File: src/hacd_comp_pkg.sv
/*
 * page geometry and zero-chunk compression constants, the control unit
 * state encoding and the result reported after each compressed page
 */
`default_nettype none

package hacd_comp_pkg;

   localparam int CHUNK_W         = 16;  // bits per chunk
   localparam int CHUNKS_PER_LINE = 4;
   localparam int LINES_PER_PAGE  = 8;
   localparam int CHUNK_BYTES     = 2;
   localparam int PAGE_CHUNKS     = CHUNKS_PER_LINE * LINES_PER_PAGE;  // 32
   localparam int SIZE_W          = 7;   // holds 0..64 bytes
   localparam int INCOMP_BYTES    = 48;  // above this, not worth storing

   //////////////////////////////////////////////////////////////////////
   // control unit states
   //////////////////////////////////////////////////////////////////////
   typedef enum logic [1:0] {
      CU_IDLE,    // port belongs to cpu
      CU_DRAIN,   // wait for cpu reads to come home
      CU_COMP,    // engine owns the port
      CU_DONE     // one cycle, result out
   } ctrl_state_e;

   typedef struct packed {
      logic [SIZE_W-1:0] size;            // compressed bytes
      logic              incompressible;
   } comp_result_t;

endpackage

`default_nettype wire

File: src/hacd_mem_pkg.sv
/*
 * memory port definitions shared by the CPU side, the compression engine
 * and the memory model. every requester drives a mem_req_t, every read
 * comes back as a mem_resp_t with a one-cycle valid pulse
 */
`default_nettype none

package hacd_mem_pkg;

   //////////////////////////////////////////////////////////////////////
   // widths
   //////////////////////////////////////////////////////////////////////
   localparam int ADDR_W     = 32;   // byte address
   localparam int DATA_W     = 64;   // one cacheline, one beat
   localparam int LINE_BYTES = 8;    // address step between lines
   localparam int OUTST_W    = 5;    // reads in flight, room for page + cpu

   // request strobe, memory always accepts
   typedef struct packed {
      logic              valid;
      logic              we;      // 1 write, 0 read
      logic [ADDR_W-1:0] addr;
      logic [DATA_W-1:0] wdata;
   } mem_req_t;

   // read return, in order, writes get nothing back
   typedef struct packed {
      logic              valid;
      logic [DATA_W-1:0] rdata;
   } mem_resp_t;

endpackage

`default_nettype wire

File: src/hacd_core.sv
/*
 * top of the compression block between CPU and memory controller.
 * connects the CPU stall unit, the memory port mux, the zero-chunk
 * engine and the control FSM
 */
`default_nettype none

module hacd_core
   import hacd_mem_pkg::*;
   import hacd_comp_pkg::*;
(
   input  wire logic        clk_i,
   input  wire logic        rst_i,
   input  wire logic        hawk_inactive_i,
   // cpu side
   input  wire mem_req_t    cpu_req_i,
   output mem_resp_t        cpu_resp_o,
   output logic             cpu_stalled_o,
   // compression control
   input  wire logic        comp_req_i,
   input  wire [ADDR_W-1:0] comp_page_i,
   output logic             comp_busy_o,
   output logic             comp_done_o,
   output comp_result_t     comp_result_o,
   // memory side
   output mem_req_t         mem_req_o,
   input  wire mem_resp_t   mem_resp_i
);

   mem_req_t          stall_req;   // cpu path after the stall unit
   mem_req_t          eng_req;
   mem_resp_t         eng_resp;
   logic              hawk_own;
   logic              start;
   logic              cpu_idle;
   logic              eng_done;
   logic [ADDR_W-1:0] page;

   hacd_cpu_stall u_cpu_stall (
      .clk_i           (clk_i),
      .rst_i           (rst_i),
      .hawk_own_i      (hawk_own),
      .cpu_req_i       (cpu_req_i),
      .cpu_req_o       (stall_req),
      .cpu_stalled_o   (cpu_stalled_o),
      .cpu_idle_o      (cpu_idle),
      .rd_resp_valid_i (cpu_resp_o.valid)
   );

   hacd_mem_mux u_mem_mux (
      .clk_i      (clk_i),
      .rst_i      (rst_i),
      .hawk_own_i (hawk_own),
      .cpu_req_i  (stall_req),
      .eng_req_i  (eng_req),
      .mem_req_o  (mem_req_o),
      .mem_resp_i (mem_resp_i),
      .cpu_resp_o (cpu_resp_o),
      .eng_resp_o (eng_resp)
   );

   hacd_zero_comp u_zero_comp (
      .clk_i      (clk_i),
      .rst_i      (rst_i),
      .start_i    (start),
      .page_i     (page),
      .eng_req_o  (eng_req),
      .eng_resp_i (eng_resp),
      .done_o     (eng_done),
      .result_o   (comp_result_o)
   );

   hacd_ctrl_unit u_ctrl_unit (
      .clk_i           (clk_i),
      .rst_i           (rst_i),
      .hawk_inactive_i (hawk_inactive_i),
      .comp_req_i      (comp_req_i),
      .comp_page_i     (comp_page_i),
      .cpu_idle_i      (cpu_idle),
      .eng_done_i      (eng_done),
      .hawk_own_o      (hawk_own),
      .start_o         (start),
      .page_o          (page),
      .busy_o          (comp_busy_o),
      .done_o          (comp_done_o)
   );

endmodule

`default_nettype wire

File: src/hacd_cpu_stall.sv
/*
 * sits on the CPU request path. passes requests through while the CPU
 * owns memory, parks one request while the engine owns it, and counts
 * CPU reads in flight so the control unit knows when the drain is over
 */
`default_nettype none

module hacd_cpu_stall
   import hacd_mem_pkg::*;
(
   input  wire logic     clk_i,
   input  wire logic     rst_i,
   input  wire logic     hawk_own_i,      // engine has the port
   input  wire mem_req_t cpu_req_i,
   output mem_req_t      cpu_req_o,
   output logic          cpu_stalled_o,
   output logic          cpu_idle_o,
   input  wire logic     rd_resp_valid_i  // cpu read came back
);

   mem_req_t           held_q;      // parked request, payload only
   logic               held_vld_q;
   logic [OUTST_W-1:0] rd_cnt_q;    // cpu reads in flight
   logic               rd_issue;

   // held request goes out first once the engine lets go
   always_comb begin
      cpu_req_o = cpu_req_i;
      if (held_vld_q)
         cpu_req_o = held_q;
      if (hawk_own_i)
         cpu_req_o.valid = 1'b0;   // nothing from cpu while engine owns
   end

   assign rd_issue      = cpu_req_o.valid && !cpu_req_o.we;
   assign cpu_stalled_o = held_vld_q;
   // a read strobed this cycle still counts as busy
   assign cpu_idle_o    = (rd_cnt_q == '0) && !held_vld_q &&
                          !(cpu_req_i.valid && !cpu_req_i.we);

   always_ff @(posedge clk_i) begin
      if (rst_i) begin
         held_vld_q <= 1'b0;
         rd_cnt_q   <= '0;
      end else begin
         if (hawk_own_i && cpu_req_i.valid)
            held_vld_q <= 1'b1;
         else if (!hawk_own_i)
            held_vld_q <= 1'b0;   // issued this cycle
         rd_cnt_q <= rd_cnt_q + OUTST_W'(rd_issue) - OUTST_W'(rd_resp_valid_i);
      end
   end

   always_ff @(posedge clk_i) begin
      if (hawk_own_i && cpu_req_i.valid)
         held_q <= cpu_req_i;
   end

   // CPU must wait for the stall to clear before it strobes again
   a_no_strobe_stalled : assert property (@(posedge clk_i) disable iff (rst_i)
      cpu_stalled_o |-> !cpu_req_i.valid);

   // mux only steers a response here if this unit issued the read
   a_rd_cnt_underflow : assert property (@(posedge clk_i) disable iff (rst_i)
      rd_resp_valid_i |-> (rd_cnt_q != '0));

endmodule

`default_nettype wire

File: src/hacd_ctrl_unit.sv
/*
 * compression control FSM. takes a request strobe, waits for the CPU
 * reads to drain, hands the memory port to the engine and kicks it,
 * then reports done for one cycle and gives the port back
 */
`default_nettype none

module hacd_ctrl_unit
   import hacd_mem_pkg::*;
   import hacd_comp_pkg::*;
(
   input  wire logic        clk_i,
   input  wire logic        rst_i,
   input  wire logic        hawk_inactive_i,   // software disable
   input  wire logic        comp_req_i,
   input  wire [ADDR_W-1:0] comp_page_i,
   input  wire logic        cpu_idle_i,
   input  wire logic        eng_done_i,
   output logic             hawk_own_o,
   output logic             start_o,
   output logic [ADDR_W-1:0] page_o,
   output logic             busy_o,
   output logic             done_o
);

   ctrl_state_e       state_q;
   ctrl_state_e       state_d;
   logic              start_q;
   logic [ADDR_W-1:0] page_q;

   always_comb begin
      state_d = state_q;
      unique case (state_q)
         CU_IDLE:  if (comp_req_i && !hawk_inactive_i) state_d = CU_DRAIN;
         CU_DRAIN: if (cpu_idle_i) state_d = CU_COMP;
         CU_COMP:  if (eng_done_i) state_d = CU_DONE;
         CU_DONE:  state_d = CU_IDLE;   // single cycle
         default:  state_d = CU_IDLE;
      endcase
   end

   always_ff @(posedge clk_i) begin
      if (rst_i) begin
         state_q <= CU_IDLE;
         start_q <= 1'b0;
      end else begin
         state_q <= state_d;
         start_q <= (state_q == CU_DRAIN) && cpu_idle_i;   // lines up with own
      end
   end

   // page address, taken only on an accepted request
   always_ff @(posedge clk_i) begin
      if (state_q == CU_IDLE && comp_req_i && !hawk_inactive_i)
         page_q <= comp_page_i;
   end

   assign hawk_own_o = (state_q == CU_COMP);
   assign start_o    = start_q;
   assign page_o     = page_q;
   assign busy_o     = (state_q == CU_DRAIN) || (state_q == CU_COMP);
   assign done_o     = (state_q == CU_DONE);

   // engine finishes only while it holds the port
   a_done_in_comp : assert property (@(posedge clk_i) disable iff (rst_i)
      eng_done_i |-> (state_q == CU_COMP));

endmodule

`default_nettype wire

File: src/hacd_mem_mux.sv
/*
 * two-way mux on the memory port. owner select comes straight from the
 * control unit, read data fans out to both sides and only the owner
 * sees a valid
 */
`default_nettype none

module hacd_mem_mux
   import hacd_mem_pkg::*;
(
   input  wire logic      clk_i,
   input  wire logic      rst_i,
   input  wire logic      hawk_own_i,
   input  wire mem_req_t  cpu_req_i,
   input  wire mem_req_t  eng_req_i,
   output mem_req_t       mem_req_o,
   input  wire mem_resp_t mem_resp_i,
   output mem_resp_t      cpu_resp_o,
   output mem_resp_t      eng_resp_o
);

   logic [OUTST_W-1:0] pend_cnt_q;   // reads issued minus returned

   assign mem_req_o = hawk_own_i ? eng_req_i : cpu_req_i;

   always_comb begin
      cpu_resp_o       = mem_resp_i;
      eng_resp_o       = mem_resp_i;
      cpu_resp_o.valid = mem_resp_i.valid && !hawk_own_i;
      eng_resp_o.valid = mem_resp_i.valid && hawk_own_i;
   end

   always_ff @(posedge clk_i) begin
      if (rst_i)
         pend_cnt_q <= '0;
      else
         pend_cnt_q <= pend_cnt_q + OUTST_W'(mem_req_o.valid && !mem_req_o.we)
                                  - OUTST_W'(mem_resp_i.valid);
   end

   // a handover with reads outstanding would send data to the wrong side
   a_own_stable : assert property (@(posedge clk_i) disable iff (rst_i)
      (hawk_own_i != $past(hawk_own_i)) |-> (pend_cnt_q == '0));

endmodule

`default_nettype wire

File: src/hacd_zero_comp.sv
/*
 * zero-chunk compression engine. on start it strobes one read per line
 * of the page on back to back cycles, counts the non-zero chunks of each
 * returned line and, one cycle after the last line, pulses done with the
 * compressed size and incompressible flag
 */
`default_nettype none

module hacd_zero_comp
   import hacd_mem_pkg::*;
   import hacd_comp_pkg::*;
(
   input  wire logic        clk_i,
   input  wire logic        rst_i,
   input  wire logic        start_i,
   input  wire [ADDR_W-1:0] page_i,      // held by control unit
   output mem_req_t         eng_req_o,
   input  wire mem_resp_t   eng_resp_i,
   output logic             done_o,
   output comp_result_t     result_o
);

   localparam int IDX_W  = $clog2(LINES_PER_PAGE);
   localparam int CNT_W  = $clog2(PAGE_CHUNKS + 1);
   localparam int LNZ_W  = $clog2(CHUNKS_PER_LINE + 1);

   logic             issuing_q;
   logic [IDX_W-1:0] iss_idx_q;   // next line to request
   logic [IDX_W-1:0] ret_idx_q;   // lines returned so far
   logic [CNT_W-1:0] nz_cnt_q;    // running non-zero chunk count
   logic [LNZ_W-1:0] line_nz;
   logic [CNT_W-1:0] nz_next;
   logic [SIZE_W-1:0] size_next;
   logic             last_resp;
   logic             done_q;
   comp_result_t     result_q;

   //////////////////////////////////////////////////////////////////////
   // read issue
   //////////////////////////////////////////////////////////////////////
   always_comb begin
      eng_req_o       = '0;
      eng_req_o.valid = issuing_q;
      eng_req_o.we    = 1'b0;   // engine only reads
      eng_req_o.addr  = page_i + ADDR_W'(iss_idx_q) * ADDR_W'(LINE_BYTES);
   end

   //////////////////////////////////////////////////////////////////////
   // zero detect on the returning line
   //////////////////////////////////////////////////////////////////////
   always_comb begin
      line_nz = '0;
      for (int i = 0; i < CHUNKS_PER_LINE; i++) begin
         if (eng_resp_i.rdata[i*CHUNK_W +: CHUNK_W] != '0)
            line_nz = line_nz + 1'b1;
      end
   end

   assign nz_next   = nz_cnt_q + CNT_W'(line_nz);
   assign size_next = SIZE_W'(nz_next) * SIZE_W'(CHUNK_BYTES);
   assign last_resp = eng_resp_i.valid && (ret_idx_q == IDX_W'(LINES_PER_PAGE - 1));

   always_ff @(posedge clk_i) begin
      if (rst_i) begin
         issuing_q <= 1'b0;
         iss_idx_q <= '0;
         ret_idx_q <= '0;
         nz_cnt_q  <= '0;
         done_q    <= 1'b0;
         result_q  <= '0;
      end else begin
         done_q <= last_resp;   // one cycle after the last line
         if (start_i) begin
            issuing_q <= 1'b1;
            iss_idx_q <= '0;
            ret_idx_q <= '0;
            nz_cnt_q  <= '0;
         end else begin
            if (issuing_q) begin
               iss_idx_q <= iss_idx_q + 1'b1;
               if (iss_idx_q == IDX_W'(LINES_PER_PAGE - 1))
                  issuing_q <= 1'b0;   // whole page requested
            end
            if (eng_resp_i.valid) begin
               ret_idx_q <= ret_idx_q + 1'b1;
               nz_cnt_q  <= nz_next;
            end
            if (last_resp) begin
               result_q.size           <= size_next;
               result_q.incompressible <= size_next > SIZE_W'(INCOMP_BYTES);
            end
         end
      end
   end

   assign done_o   = done_q;
   assign result_o = result_q;   // held until the next page finishes

endmodule

`default_nettype wire

File: config.mk
export PLATFORM = sky130hd
export DESIGN_NAME = hacd_core
export DESIGN_NICKNAME = d
export VERILOG_FILES = /design/src/hacd_comp_pkg.sv /design/src/hacd_mem_pkg.sv /design/src/hacd_core.sv /design/src/hacd_cpu_stall.sv /design/src/hacd_ctrl_unit.sv /design/src/hacd_mem_mux.sv /design/src/hacd_zero_comp.sv
export SDC_FILE = /design/constraint.sdc
export NUM_CORES = 1
export LEC_CHECK = 0
export BUFFER_PORTS_ARGS = -buffer_cell sky130_fd_sc_hd__buf_4
export CAP_MARGIN = 20
export CORE_ASPECT_RATIO = 1.5
export CORE_MARGIN = 2
export CORE_UTILIZATION = 30
export DETAILED_ROUTE_END_ITERATION = 16
export HOLD_SLACK_MARGIN = 0.02
export PLACE_DENSITY = 0.59
export SYNTH_ARGS = -nofsm -noshare
export SYNTH_HDL_FRONTEND = slang
export SYNTH_SLANG_ARGS = --single-unit
export TNS_END_PERCENT = 30
File: constraint.sdc
create_clock -name clk_i -period 4.95 [get_ports clk_i]
set_clock_uncertainty 0.1 [all_clocks]
set_input_delay 0.2475 -clock clk_i [delete_from_list [all_inputs] [get_ports clk_i]]
set_output_delay 0.2475 -clock clk_i [all_outputs]
set_load 0.01 [all_outputs]
==> results.cfg, run 1 <==
[synthesis]
yosysMostFrequentCell = edfxtp_1
yosysTopAreaCell = edfxtp_1
yosysWarnings = 0
ys_seq_area_frac = 0.527
synth_common_cells = edfxtp_1 (130), nor2_1 (97), mux2i_1 (80), buf_4 (66), a21oi_1 (37)
avgSynthCellArea_sq_um = 11.3
syn_inst = 758
synth_seq_cells = 160
async_flop_share = 0
syn_area_sq_mm = 0.00855
yosysTopAreaCellShare = 0.457
ys_top_cells_by_area = edfxtp_1 (46%), mux2i_1 (9.4%), dfxtp_1 (7.0%)
synth_nets = 985
synthFlopType = edfxtp_1
synth-edff-count = 130
ys_types = 52

[power]
p_leak_nw = 5.21
powerDensity_mw_per_mm2 = 362
irDropWorstVdd_mv = 0.310

[detailed_routing]
vias = 7184
routed_wirelength_um = 26700
postRouteAntennaNets = 0
drt_iter0_markers = 208
routed_via_density = 4.66
drt_first_pass_iters = 6
avgRoutedWirePerCell_um = 17.3
drc = 0

[worst_setup_path]
cpLargestDelayFamily = simple AND/OR/NAND/NOR gates
cp_cell_sequence = ha_1 -> inv_1 -> fa_1 -> nor2b_1 -> nor2_1 -> nor4b_1 -> xnor2_1 -> a21oi_1 -> buf_4
r2r_slack_ns = 1.94
crit_slowest_cell = nor4b_1
crit_type = reg -> out
critical_path_depth = 9
cp-end-kind = primary output
max_stage_delay_ns = 0.41
endpoint = mem_req_o[91]
timing.rr.start = u_ctrl_unit.state_q[0]
reg2regPathDepth = 13
arrival_ns = 2.94
cp-start-kind = register
required_ns = 4.60
critPathBufInv = 2
rr_endpoint = u_cpu_stall.rd_cnt_q[4]
path_max_fanout = 7
startpoint = u_zero_comp.iss_idx_q[0]

[cells_and_area]
drive_gt1_frac = 0.354
areaGrowthSynthToFinish_pct = 52.9
final_cells = 1542
multi_input_area_sq_mm = 0.00332
fillers = 2577
register_area_sq_mm = 0.00451
fin_nets = 1406

[run_status]
outcome = finished clean

[worst_hold_path]
hold_class = in -> reg

[grt]
antenna_found_initial = 4
grt_pass1_wl_um = 39600
grt_max_degree = 83
grt_use_total = 0.173
grt_overflow = 0
grt_pass1_vias = 7376

[floorplan]
core_sq_mm = 0.0280
dieHeight_um = 211
die_w_um = 142
rows = 75
start_util = 0.306
die-area_sq_mm = 0.0299
pin_count = 373

[sta]
tightestPinTransition_ns = 0.967
fmax_mhz = 304
hold_violations = 0
fin_crit_sh = 0.664
rsz0062_at_grt = no
fin_crit_ns = 3.29
max_slew_margin = 0.354
finalMaxSlewViolations = 0
tns_ns = 0
finalSetupViolations = 0
timing.final.ws_setup_ns = 1.66

[clocking]
cts_made_buffers = 17
cts_tree = yes
cts_sinks = 160
cts_root_buffer = clkbuf_16
ctsLongestPathBuffers = 2
cts-resized-gates = 0
htreeDepth = 4
clk_pin_slew_worst_paths_ns = 0.06
clk_latency_ns = 0.42

[placement]
portBuffers = 371
place_inst = 1376
hpwl_um = 19400
place_ws_ns = 1.66
gp_congestion = 0.763

[run]
drv_cap = 0
cell usage in the layout (no fill, tap or decap), types with 4 or more instances in the layout:
master / count
a211oi_1: 26
a21oi_1: 37
buf_4: 377
clkbuf_16: 17
dfxtp_1: 29
diode_2: 4
dlygate4sd3_1: 130
edfxtp_1: 130
ha_1: 24
inv_1: 22
inv_6: 4
mux2i_1: 80
nand2_1: 35
nand3_1: 9
nand4_1: 6
nor2_1: 96
nor2b_1: 27
nor3_1: 5
nor4_1: 17
nor4_2: 4
o21ai_1: 13
xnor2_1: 31
xor2_1: 11
final cells by class:
class                   instances  share of cell area
flip-flops and latches        160               0.345
repair buffers                507               0.316
multi-input cells             471               0.254
clock buffers                  21              0.0345
well taps                     346              0.0331
clock inverters                11             0.00986
inverters                      22             0.00632
diodes                          4            0.000766
logic make-up after synthesis:
| group | Yosys count | synth area share |
|---|---|---|
| and+or+nand+nor | 227 | 0.137 |
| DFF | 160 | 0.527 |
| buffers and inverters | 127 | 0.0870 |
| AOI/OAI and AO/OA | 92 | 0.0663 |
| muxes | 81 | 0.0950 |
| xor gates and xnor gates | 42 | 0.0430 |
| adders and majority gates | 28 | 0.0436 |
| other | 1 | 0.000439 |
routing by layer:
metal	track usage	share of wire	routed length [um]	up-vias
met5	0	0	0	-
met1	0.170	0.35	9480	3354
met2	0.333	0.54	14500	309
met4	0.0700	0.026	707	0
met3	0.0506	0.078	2090	33
li1	-	-	-	3488
repair_timing:
| item | in CTS | in global routing |
|---|---|---|
| hold buffers | 130 | 0 |
| endpoints found under the hold margin | 131 | 0 |
| buffers inserted | 0 | 0 |
per-stage QoR:
step | hold WS, ns | power (mW) | util | instance area [sq um]
after global placement | 0.326 | 3.34 | 0.400 | 11200
after detailed placement | 0.327 | 3.36 | 0.400 | 11200
after CTS | 0.0251 | 4.79 | 0.467 | 13100
after floorplan | 0.246 | 2.59 | - | 8550
final | 0.0406 | 4.73 | 0.467 | 13100
after global routing | 0.0611 | 4.98 | 0.467 | 13100
report_power, final:
group          switching, mW  internal, mW
Clock                  0.564         0.763
Sequential            0.0850          1.65
Combinational          0.877         0.793
Total                   1.53          3.20
registers in the layout (all words and copies together), names as in the netlist:
| name | cells |
|---|---|
| u_cpu_stall.held_q | 98 |
| u_ctrl_unit.page_o | 32 |
| u_zero_comp.result_o | 7 |
| u_zero_comp.nz_cnt_q | 6 |
| u_cpu_stall.rd_cnt_q | 5 |
| u_zero_comp.iss_idx_q | 3 |
| u_zero_comp.ret_idx_q | 3 |
| u_ctrl_unit.state_q | 2 |
| u_cpu_stall.cpu_stalled_o | 1 |
| u_ctrl_unit.start_o | 1 |
| u_zero_comp.done_o | 1 |
| u_zero_comp.issuing_q | 1 |
worst min-delay path by stage:
stage / slack [ns] / start / cells past startpoint / endpoint
3_5_place_dp: 0.33 / comp_page_i[11] / 1 / u_ctrl_unit.page_o[11]
3_3_place_gp: 0.33 / comp_page_i[21] / 1 / u_ctrl_unit.page_o[21]
5_1_grt: 0.06 / rst_i / 2 / u_zero_comp.result_o[3]
2_1_floorplan: 0.25 / cpu_req_i[0] / 0 / u_cpu_stall.held_q[0]
4_1_cts: 0.03 / rst_i / 2 / u_cpu_stall.rd_cnt_q[1]
6_report: 0.04 / rst_i / 2 / u_cpu_stall.rd_cnt_q[1]
Note: power is estimated with default switching activity, not from simulation.
==> run 2, diff against run 1 <==
- ABC_AREA: unset -> 1
- PLACE_DENSITY: 0.59 -> 0.58
- clock period: 4.95 -> 3.4 ns (I/O delays scaled with it)
==> run 2 against run 1 <==
  * Final cell count grew 23%
  * Global-route usage grew 2.1 points
  * Area after synthesis up 3.7%
  * Register-to-register slack got worse by 1.1 ns
  * Hold slack better by 0.027 ns
  * Combinational power up 37%
  * Clock-buffer cell count down 3
  * Clock power increased by 33%
  * Sequential share of layout area down 1.2 points
  * Die area is 3.6% higher
  * Flip-flop and latch count unchanged
  * Sequential power grew 43%
==> results.cfg, run 2 <==
[run_status]
outcome = finished clean

[clocking]
cts_made_buffers = 17
cts_root_buffer = clkbuf_16
htreeDepth = 4
clk_pin_slew_worst_paths_ns = 0.06
ctsLongestPathBuffers = 2
cts_tree = yes
cts_sinks = 160
clk_latency_ns = 0.44

[synthesis]
yosysTopAreaCellShare = 0.441
synthFlopType = edfxtp_1
yosysTopAreaCell = edfxtp_1
avgSynthCellArea_sq_um = 8.49
synth_common_cells = nor2_1 (259), nand2_1 (173), edfxtp_1 (130), o21ai_0 (117), buf_4 (69)
yosysWarnings = 0
syn_area_sq_mm = 0.00886
ys_seq_area_frac = 0.508
synth_seq_cells = 160
syn_inst = 1043
synth_nets = 1270
ys_top_cells_by_area = edfxtp_1 (44%), nor2_1 (11%), nand2_1 (7.3%)
yosysMostFrequentCell = nor2_1
ys_types = 38
synth-edff-count = 130
async_flop_share = 0

[sta]
fin_crit_ns = 3.05
finalMaxSlewViolations = 0
max_slew_margin = 0.439
fin_crit_sh = 0.896
hold_violations = 0
rsz0062_at_grt = no
fmax_mhz = 328
finalSetupViolations = 0
tightestPinTransition_ns = 0.842

[grt]
grt_max_degree = 97
antenna_found_initial = 2
grt_use_total = 0.194
grt_pass1_wl_um = 45100
grt_pass1_vias = 8492
grt_overflow = 0

[floorplan]
die_w_um = 144
pin_count = 373
die-area_sq_mm = 0.0310
dieHeight_um = 214
start_util = 0.303
rows = 77
core_sq_mm = 0.0293

[cells_and_area]
largest_reg_flops = 98
final_cells = 1890
top_register = u_cpu_stall.held_q
fin_nets = 1708
areaGrowthSynthToFinish_pct = 52.6
drive_gt1_frac = 0.299
design_area_sq_mm = 0.0135
layout_commonest_cell = buf_4
final_cell_mix = buf_4 (389), nor2_1 (258), nand2_1 (173), dlygate4sd3_1 (132), edfxtp_1 (130)

[worst_setup_path]
cp-start-kind = register
cp-end-kind = primary output
required_ns = 3.13
crit_type = reg -> out
path_max_fanout = 4
arrival_ns = 2.78

[detailed_routing]
drt_iter0_markers = 490
routed_via_density = 4.48
postRouteAntennaNets = 0
vias = 8471
drt_first_pass_iters = 5
drc = 0
avgRoutedWirePerCell_um = 16.2
routed_wirelength_um = 30600

[placement]
place_inst = 1725
placed_area_sq_mm = 0.0117
gp_congestion = 0.932
hpwl_um = 22600
portBuffers = 371

[power]
irDropWorstVdd_mv = 0.319
powerDensity_mw_per_mm2 = 483
power.total_mw = 6.53
p_leak_nw = 5.96

[worst_hold_path]
hold_class = in -> reg

[run]
drv_cap = 0
[run 2: changes by cell type after synthesis, moves of 11 or more]
cell / delta
nand3_1: +20
clkbuf_1: -11
inv_1: +42
nor4_1: -13
nor2b_1: -27
a211oi_1: -26
nor2_1: +162
nand2_1: +138
mux2i_1: -80
o21ai_0: +114
xnor2_1: -28
[run 2: per-stage QoR]
step | setup slack [ns] | util | setup TNS, ns | hold slack, ns
floorplan | 0.000354 | - | 0 | 0.169
global route | 0.0716 | 0.462 | 0 | 0.101
finish | 0.353 | 0.462 | 0 | 0.0678
CTS | 0.358 | 0.461 | 0 | 0.0486
detailed placement | -0.0630 | 0.398 | -0.0670 | 0.250
global placement | -0.0574 | 0.398 | -0.0574 | 0.250
[run 2: layout make-up]
| type | instances | area [sq um] |
|---|---|---|
| fillers | 2836 | 15800 |
| flip-flops and latches | 160 | 4510 |
| repair buffers | 524 | 4300 |
| multi-input cells | 713 | 3440 |
| well taps | 395 | 494 |
| clock buffers | 18 | 429 |
| inverters | 65 | 246 |
| clock inverters | 13 | 98.8 |
| diodes | 2 | 5.00 |
[run 2: logic make-up after synthesis]
logic type      synth area share
compound gates             0.101
buf+inv                    0.104
other cells             0.000423
fa+ha+maj                 0.0421
flops                      0.508
xor+xnor                 0.00890
simple gates               0.235
[run 2: worst paths after layout]
check	slack, ns	startpoint	to	cells after the start
max reg2reg	0.80	u_ctrl_unit.state_q[0]	u_cpu_stall.rd_cnt_q[4]	12
max	0.35	u_zero_comp.iss_idx_q[0]	mem_req_o[89]	14
min	0.07	hawk_inactive_i	u_ctrl_unit.state_q[0]	6
min reg2reg	0.37	u_zero_comp.ret_idx_q[2]	u_zero_comp.ret_idx_q[2]	2
[run 2: timing repair]
item,CTS,global route
resized for setup,0,0
hold buffers,132,0
hold endpoints to repair,139,0
setup buffers,0,0
[run 2: metal layers]
layer | vias to the layer above | GRT usage | routed length [um]
li1 | 4255 | - | -
met1 | 3817 | 0.198 | 11200
met2 | 351 | 0.375 | 16600
met3 | 48 | 0.0346 | 1790
met4 | 0 | 0.0822 | 998
met5 | - | 0 | 0
[run 2: power breakdown]
part	switching [mW]	total (mW)	internal, mW	leakage (nW)
Sequential	0.115	2.47	2.35	1.43
Combinational	1.25	2.29	1.04	4.29
Clock	0.785	1.77	0.985	0.249
[run 2: worst max-delay path, cell delays in order (launching register included)]
cell and delay [ns]:
dfxtp_1 0.44, ha_1 0.23, inv_1 0.08, fa_1 0.40
inv_1 0.11, nand2_1 0.06, nand2_1 0.06, nand2_1 0.10
nor2_1 0.30, nand2_1 0.10, nand2_1 0.06, nand2_1 0.11
nand2_1 0.09, nand2_1 0.06, buf_4 0.16
